## src/ecc_pkg.sv

```systemverilog
// secded code definitions
// widths, hamming masks, codeword type

`default_nettype none

package ecc_pkg;

   localparam int data_w    = 32;
   localparam int hamming_w = 6;
   localparam int check_w   = hamming_w + 1;   // hamming bits plus overall parity
   localparam int code_w    = data_w + check_w;

   localparam int fifo_depth = 8;
   localparam int ptr_w      = $clog2(fifo_depth);

   // data bits feeding each hamming bit, index 0 is the lowest hamming bit
   localparam logic [hamming_w-1:0][data_w-1:0] ecc_masks = {
      32'hfc00_0000,   // h5
      32'h03ff_f800,   // h4
      32'h03fc_07f0,   // h3
      32'he3c3_c78e,   // h2
      32'h9b33_366d,   // h1
      32'h56aa_ad5b    // h0
   };

   typedef struct packed {
      logic [data_w-1:0]  data;
      logic [check_w-1:0] check;   // {parity, hamming[5:0]}
   } codeword_t;

   // check bits for a data word, bit 6 makes the whole codeword even
   function automatic logic [check_w-1:0] ecc_check_bits(input logic [data_w-1:0] data);
      logic [hamming_w-1:0] ham;
      for (int k = 0; k < hamming_w; k++) begin
         ham[k] = ^(data & ecc_masks[k]);
      end
      return {(^data) ^ (^ham), ham};
   endfunction

endpackage

`default_nettype wire
```

## src/wb_pkg.sv

```systemverilog
// wishbone classic port types

`default_nettype none

package wb_pkg;

   // write port request, inject lines up bit for bit with codeword_t
   typedef struct packed {
      logic                        cyc;
      logic                        stb;
      logic [ecc_pkg::data_w-1:0]  dat;
      logic [ecc_pkg::code_w-1:0]  inject;
   } wb_write_req_t;

   // read port request, no data travels toward the slave
   typedef struct packed {
      logic cyc;
      logic stb;
   } wb_read_req_t;

   typedef struct packed {
      logic                        ack;
      logic [ecc_pkg::data_w-1:0]  dat;
      logic                        single_err;   // corrected
      logic                        double_err;   // uncorrectable, dat is raw
   } wb_read_rsp_t;

endpackage

`default_nettype wire

```

## src/ecc_fifo_top.sv

```systemverilog
// ecc protected queue top

`timescale 1ns/1ns
`default_nettype none

module ecc_fifo_top (
   input  logic                  clk,
   input  logic                  rst_l,
   input  wb_pkg::wb_write_req_t wr_req,
   output logic                  wr_ack,
   input  wb_pkg::wb_read_req_t  rd_req,
   output wb_pkg::wb_read_rsp_t  rd_rsp
);

   logic               push;
   logic               pop;
   logic               full;
   logic               empty;
   ecc_pkg::codeword_t push_word;
   ecc_pkg::codeword_t head;

   ecc_write_port i_write_port (
      .clk       (clk),
      .rst_l     (rst_l),
      .wr_req    (wr_req),
      .wr_ack    (wr_ack),
      .full      (full),
      .push      (push),
      .push_word (push_word)
   );

   codeword_fifo i_fifo (
      .clk       (clk),
      .rst_l     (rst_l),
      .push      (push),
      .push_word (push_word),
      .pop       (pop),
      .head      (head),
      .full      (full),
      .empty     (empty)
   );

   ecc_read_port i_read_port (
      .clk    (clk),
      .rst_l  (rst_l),
      .rd_req (rd_req),
      .rd_rsp (rd_rsp),
      .head   (head),
      .empty  (empty),
      .pop    (pop)
   );

endmodule

`default_nettype wire

```

## src/ecc_read_port.sv

```systemverilog
// wishbone read slave with secded decode

`timescale 1ns/1ns
`default_nettype none

module ecc_read_port (
   input  logic                 clk,
   input  logic                 rst_l,
   input  wb_pkg::wb_read_req_t rd_req,
   output wb_pkg::wb_read_rsp_t rd_rsp,
   input  ecc_pkg::codeword_t   head,
   input  logic                 empty,
   output logic                 pop
);

   logic [ecc_pkg::check_w-1:0]   recomputed;
   logic [ecc_pkg::hamming_w-1:0] syndrome;
   logic                          parity_err;
   logic                          single_err;
   logic                          double_err;
   logic [ecc_pkg::code_w-1:0]    layout;
   logic [ecc_pkg::code_w-1:0]    error_mask;
   logic [ecc_pkg::code_w-1:0]    fixed;
   logic [ecc_pkg::data_w-1:0]    fixed_data;
   logic                          accept;

   logic                          rsp_ack;
   logic [ecc_pkg::data_w-1:0]    rsp_dat;
   logic                          rsp_single;
   logic                          rsp_double;

   assign recomputed = ecc_pkg::ecc_check_bits(head.data);
   assign syndrome   = recomputed[ecc_pkg::hamming_w-1:0] ^ head.check[ecc_pkg::hamming_w-1:0];
   assign parity_err = ^head;   // odd weight over all 39 bits

   // odd parity means one flip, even parity with a syndrome means two
   assign single_err = parity_err;
   assign double_err = ~parity_err & (syndrome != '0);

   // hamming order, check bits at the power of two positions
   assign layout = {head.check[6], head.data[31:26], head.check[5], head.data[25:11],
                    head.check[4], head.data[10:4], head.check[3], head.data[3:1],
                    head.check[2], head.data[0], head.check[1:0]};

   always_comb begin
      for (int i = 1; i <= ecc_pkg::code_w; i++) begin
         error_mask[i-1] = (syndrome == ecc_pkg::hamming_w'(i));
      end
   end

   // a parity bit flip gives a zero syndrome, so the data stays as is
   assign fixed      = single_err ? (layout ^ error_mask) : layout;
   assign fixed_data = {fixed[37:32], fixed[30:16], fixed[14:8], fixed[6:4], fixed[2]};

   assign accept = rd_req.cyc & rd_req.stb & ~empty & ~rsp_ack;

   always_ff @(posedge clk or negedge rst_l) begin
      if (!rst_l) begin
         rsp_ack    <= 1'b0;
         rsp_single <= 1'b0;
         rsp_double <= 1'b0;
         pop        <= 1'b0;
      end
      else begin
         rsp_ack <= accept;
         pop     <= accept;   // head moves on after the response is taken
         if (accept) begin
            rsp_single <= single_err;
            rsp_double <= double_err;
         end
      end
   end

   always_ff @(posedge clk) begin
      if (accept) begin
         rsp_dat <= fixed_data;
      end
   end

   assign rd_rsp = '{ack: rsp_ack, dat: rsp_dat, single_err: rsp_single, double_err: rsp_double};

endmodule

`default_nettype wire

```

## src/codeword_fifo.sv

```systemverilog
// circular codeword queue

`timescale 1ns/1ns
`default_nettype none

module codeword_fifo (
   input  logic               clk,
   input  logic               rst_l,
   input  logic               push,
   input  ecc_pkg::codeword_t push_word,
   input  logic               pop,
   output ecc_pkg::codeword_t head,
   output logic               full,
   output logic               empty
);

   ecc_pkg::codeword_t           mem [ecc_pkg::fifo_depth];
   logic [ecc_pkg::ptr_w-1:0]    wr_ptr;
   logic [ecc_pkg::ptr_w-1:0]    rd_ptr;
   logic [ecc_pkg::ptr_w:0]      count;

   always_ff @(posedge clk) begin
      if (push) begin
         mem[wr_ptr] <= push_word;
      end
   end

   // depth is a power of two, pointers wrap on their own
   always_ff @(posedge clk or negedge rst_l) begin
      if (!rst_l) begin
         wr_ptr <= '0;
         rd_ptr <= '0;
         count  <= '0;
      end
      else begin
         if (push) wr_ptr <= wr_ptr + 1'b1;
         if (pop)  rd_ptr <= rd_ptr + 1'b1;
         case ({push, pop})
            2'b10:   count <= count + 1'b1;
            2'b01:   count <= count - 1'b1;
            default: count <= count;   // idle, or push and pop together
         endcase
      end
   end

   assign head  = mem[rd_ptr];   // oldest entry
   assign full  = (count == (ecc_pkg::ptr_w+1)'(ecc_pkg::fifo_depth));
   assign empty = (count == '0);

endmodule

`default_nettype wire

```

## src/ecc_write_port.sv

```systemverilog
// wishbone write slave with ecc encode

`timescale 1ns/1ns
`default_nettype none

module ecc_write_port (
   input  logic                  clk,
   input  logic                  rst_l,
   input  wb_pkg::wb_write_req_t wr_req,
   output logic                  wr_ack,
   input  logic                  full,
   output logic                  push,
   output ecc_pkg::codeword_t    push_word
);

   logic               req;
   logic               accept;
   ecc_pkg::codeword_t enc;

   assign req = wr_req.cyc & wr_req.stb;

   // wr_ack high means this request is already done, wait for the master to drop it
   assign accept = req & ~full & ~wr_ack;

   assign enc.data  = wr_req.dat;
   assign enc.check = ecc_pkg::ecc_check_bits(wr_req.dat);

   always_ff @(posedge clk or negedge rst_l) begin
      if (!rst_l) begin
         wr_ack <= 1'b0;
         push   <= 1'b0;
      end
      else begin
         wr_ack <= accept;   // single cycle ack
         push   <= accept;
      end
   end

   // injection mask flips stored bits for error test
   always_ff @(posedge clk) begin
      if (accept) begin
         push_word <= enc ^ wr_req.inject;
      end
   end

endmodule

`default_nettype wire

```

## config.mk

```make
export PLATFORM = sky130hd
export DESIGN_NAME = ecc_fifo_top
export DESIGN_NICKNAME = d
export VERILOG_FILES = /design/src/ecc_pkg.sv /design/src/wb_pkg.sv /design/src/ecc_fifo_top.sv /design/src/ecc_read_port.sv /design/src/codeword_fifo.sv /design/src/ecc_write_port.sv
export SDC_FILE = /design/constraint.sdc
export NUM_CORES = 1
export LEC_CHECK = 0
export BUFFER_PORTS_ARGS = -buffer_cell sky130_fd_sc_hd__buf_2
export CAP_MARGIN = 15
export CORE_MARGIN = 2
export CORE_UTILIZATION = 53
export DETAILED_ROUTE_END_ITERATION = 7
export PLACE_DENSITY = 0.82
export SYNTH_ARGS = -nofsm -noshare
export SYNTH_HDL_FRONTEND = slang
export SYNTH_SLANG_ARGS = --single-unit
export TNS_END_PERCENT = 5
```

## constraint.sdc

```tcl
create_clock -name clk -period 7.61 [get_ports clk]
set_input_delay 0.761 -clock clk [delete_from_list [all_inputs] [get_ports clk]]
set_output_delay 0.761 -clock clk [all_outputs]
set_load 0.02 [all_outputs]
```

==> impl_metrics.env <==
export IMPL_status="completed"
export IMPL_start_kind="flip-flop"
export IMPL_synthTopCellsByArea="edfxtp_1, xnor2_1, mux4_2, mux4_1, xor2_1"
export IMPL_hold_buffers=0
export IMPL_drc=0
export IMPL_area_growth_syn_to_layout_pct=12.0
export IMPL_r2r_start="i_fifo.rd_ptr[1]$_DFFE_PN0P_"
export IMPL_yosysSeqAreaShare_pct=65.9
export IMPL_final_hold_violation_count=0
export IMPL_instances_no_fill=1523
export IMPL_ios=113
export IMPL_setup_viol=0
export IMPL_hold_class="in2async"
export IMPL_cpMaxStageDelayCell="dfrtp_4"
export IMPL_clock_sinks=397
export IMPL_setup_ws_ps=2460
export IMPL_gp_congestion=0.813
export IMPL_min_period_ps=5150
export IMPL_dp_slack_ps=2470
export IMPL_routed_wl_um=37300
export IMPL_cts_setup_buffers=0
export IMPL_ys_warn_count=0
export IMPL_via_count=8769
export IMPL_syn_area_per_cell_um2=19.6
export IMPL_finalMaxSlewViolations=0
export IMPL_grt_max_degree=55
export IMPL_worst_hold_slack_ps=137
export IMPL_syn_cell_area_um2=18000
export IMPL_relSlewSlack_pct=37.4
export IMPL_critPathMaxStageDelay_ps=1040
export IMPL_chipWidth_um=188
export IMPL_max_slew_worst_pin_slew_ps=939
export IMPL_die_h_um=188
export IMPL_start_util_pct=53.8
export IMPL_final_setup_skew_ps=21.7
export IMPL_grt_pass1_vias=9100
export IMPL_n_fill_cell=2315
export IMPL_worstPathMaxFanout=51
export IMPL_synthesis_nets=1002
export IMPL_fmax_mhz=194
export IMPL_drtIter0Drc=741
export IMPL_cap_violations=0
export IMPL_grt_pass1_wl_um=56300
export IMPL_antenna_found_initial=0
export IMPL_drive_gt1_share_pct=26.9
export IMPL_wl_per_cell_um=24.5
export IMPL_clkTransAtPathRegs_ps=60
export IMPL_grtUsageTotal_pct=21.6
export IMPL_numCtsBuffers=39
export IMPL_drtPass1Iterations=7
export IMPL_clk_latency_ps=530
export IMPL_critPathTopFamily="XOR/XNOR gates"
export IMPL_nets=1129
export IMPL_synth_seq_cells=397
export IMPL_startpoint="i_fifo.rd_ptr[1]$_DFFE_PN0P_"
export IMPL_io_buffers=112
export IMPL_dp_cells=1453
export IMPL_antenna_cells=0
export IMPL_post_cts_resized=0
export IMPL_rsz0062_at_grt="false"
export IMPL_cts_max_level=2
export IMPL_crit_arrival_ps=5400
export IMPL_critPathCaptureType="flip-flop"
export IMPL_ant_nets=0
export IMPL_synth_largest_area_cell="edfxtp_1"
export IMPL_ys_types=41
export IMPL_tns_ps=0
export IMPL_timing_final_crit_share_pct=67.7
export IMPL_gr_total_overflow=0
export IMPL_root_buffer="clkbuf_16"
export IMPL_worstPathCellList="buf_4 > mux4_1 > mux2i_1 > xnor2_1 > xnor3_2 > xnor3_1 > xnor2_2 > xnor3_2 > nor4_1 > xnor2_1"
export IMPL_tritoncts="yes"
export IMPL_post_dp_hpwl_um=23600
export IMPL_rows=67
export IMPL_core_area_um2=33400
export IMPL_crit_required_ps=7850
export IMPL_die_area_um2=35400
export IMPL_critPathBufInv=1
export IMPL_post_drt_via_cell_ratio=5.76
export IMPL_path_class="reg2reg"
export IMPL_synth_top_area_share_pct=63.9
export IMPL_synthCells=919
export IMPL_cts_buffer_depth=3
[sequential cells by signal (all words and copies together), names as in the netlist]
register,flops
i_read_port.rsp_single,1
i_fifo.wr_ptr,3
i_read_port.pop,1
i_read_port.rsp_double,1
i_write_port.push,1
i_write_port.push_word,39
i_fifo.rd_ptr,3
i_fifo.mem,312
i_read_port.rsp_dat,32
i_fifo.count,4
[layout by cell type, fill, tap and decap left out, types with 2 or more instances in the layout]
| cell | synthesis | routed |
|---|---|---|
| nor2_4 | 0 | 6 |
| inv_6 | 0 | 2 |
| nor4_1 | 6 | 6 |
| or2_1 | 2 | 2 |
| mux2i_1 | 33 | 33 |
| xnor2_1 | 155 | 155 |
| clkinv_2 | 0 | 7 |
| nor4_2 | 27 | 27 |
| mux2i_4 | 6 | 6 |
| nor3_2 | 0 | 3 |
| clkinvlp_4 | 0 | 4 |
| dfrtp_1 | 14 | 12 |
| mux4_1 | 39 | 39 |
| clkbuf_1 | 4 | 2 |
| xor2_1 | 76 | 76 |
| buf_4 | 7 | 15 |
| xnor2_2 | 2 | 2 |
| edfxtp_1 | 383 | 383 |
| nand2b_1 | 8 | 8 |
| clkbuf_16 | 0 | 40 |
| nor3_1 | 5 | 2 |
| mux2i_2 | 2 | 2 |
| inv_2 | 2 | 2 |
| xnor3_1 | 11 | 11 |
| nor2_1 | 10 | 4 |
| nand2_1 | 20 | 20 |
| inv_1 | 6 | 6 |
| mux4_2 | 50 | 50 |
| xnor3_2 | 2 | 2 |
| ha_1 | 5 | 5 |
| clkinv_1 | 0 | 12 |
| o21ai_0 | 3 | 3 |
| buf_2 | 13 | 112 |
[layout make-up]
| cell class | count | area [um^2] | share of cell area, % |
|---|---|---|---|
| sequential | 397 | 11900 | 58.8 |
| multi-input combinational | 473 | 5830 | 28.9 |
| clock buffer | 43 | 1020 | 5.07 |
| timing repair buffer | 127 | 673 | 3.34 |
| tap | 448 | 561 | 2.78 |
| clock inverter | 27 | 174 | 0.863 |
| inverter | 8 | 30.0 | 0.149 |
[synthesized netlist by cell type (all sizes together)]
cell type / instances
buf: 36
fa: 1
mux4: 89
inv: 8
or2: 3
nor2: 10
and2: 2
a21oi: 1
o21ai: 3
o21a: 1
xnor2: 157
dfrtp: 14
xor2: 76
a211oi: 1
nor3: 5
clkbuf: 5
nor4: 33
nand2: 20
xnor3: 14
edfxtp: 383
a21o: 1
mux2: 1
o22ai: 1
ha: 5
mux2i: 41
nand2b: 8
[worst paths after layout]
| kind | to | slack [ps] | cells after the start |
|---|---|---|---|
| setup / recovery | i_read_port.rsp_dat[18]$_DFFE_PP_ | 2460 | 10 |
| hold / removal | i_fifo.wr_ptr[1]$_DFFE_PN0P_ | 140 | 1 |
| setup reg to reg | i_read_port.rsp_dat[18]$_DFFE_PP_ | 2460 | 10 |
| hold reg to reg | i_read_port.rsp_single$_DFFE_PN0P_ | 490 | 1 |
| max in group asynchronous | i_fifo.rd_ptr[1]$_DFFE_PN0P_ | 7170 | 1 |
| min in group clk | i_read_port.rsp_single$_DFFE_PN0P_ | 490 | 1 |
[worst reg2reg max path, cell delays in order, from the launching register on]
cell and delay (ps):
dfrtp_4 1040, buf_4 460, mux4_1 580, mux2i_1 400
xnor2_1 210, xnor3_2 360, xnor3_1 420, xnor2_2 180
xnor3_2 630, nor4_1 500, xnor2_1 110
[routing by layer]
metal	vias to the layer above	GRT usage, %	part of all wire, %
met3	63	3.73	7.7
met2	397	34.9	49
met1	4460	30.2	41
li1	3849	-	-
met5	-	0	0
met4	0	7.00	2.5
[kinds of logic after synthesis]
| kind of cell | share of synthesized area, % |
|---|---|
| muxes | 14.8 |
| xor gates and xnor gates | 13.2 |
| adders and majority gates | 0.459 |
| DFF | 65.9 |
| and+or+nand+nor | 3.31 |
| AOI/OAI and AO/OA | 0.271 |
| buffers and inverters | 2.15 |
[stage by stage]
step           area [um^2]  utilization [%]
2_1_floorplan        18000                -
3_3_place_gp         19000             56.7
3_5_place_dp         19000             56.7
4_1_cts              20100             60.2
5_1_grt              20100             60.2
6_report             20100             60.2
Power is left out: the tool's default activity adds up to more than one toggle a clock period on the data nets, which glitch-free logic cannot reach.
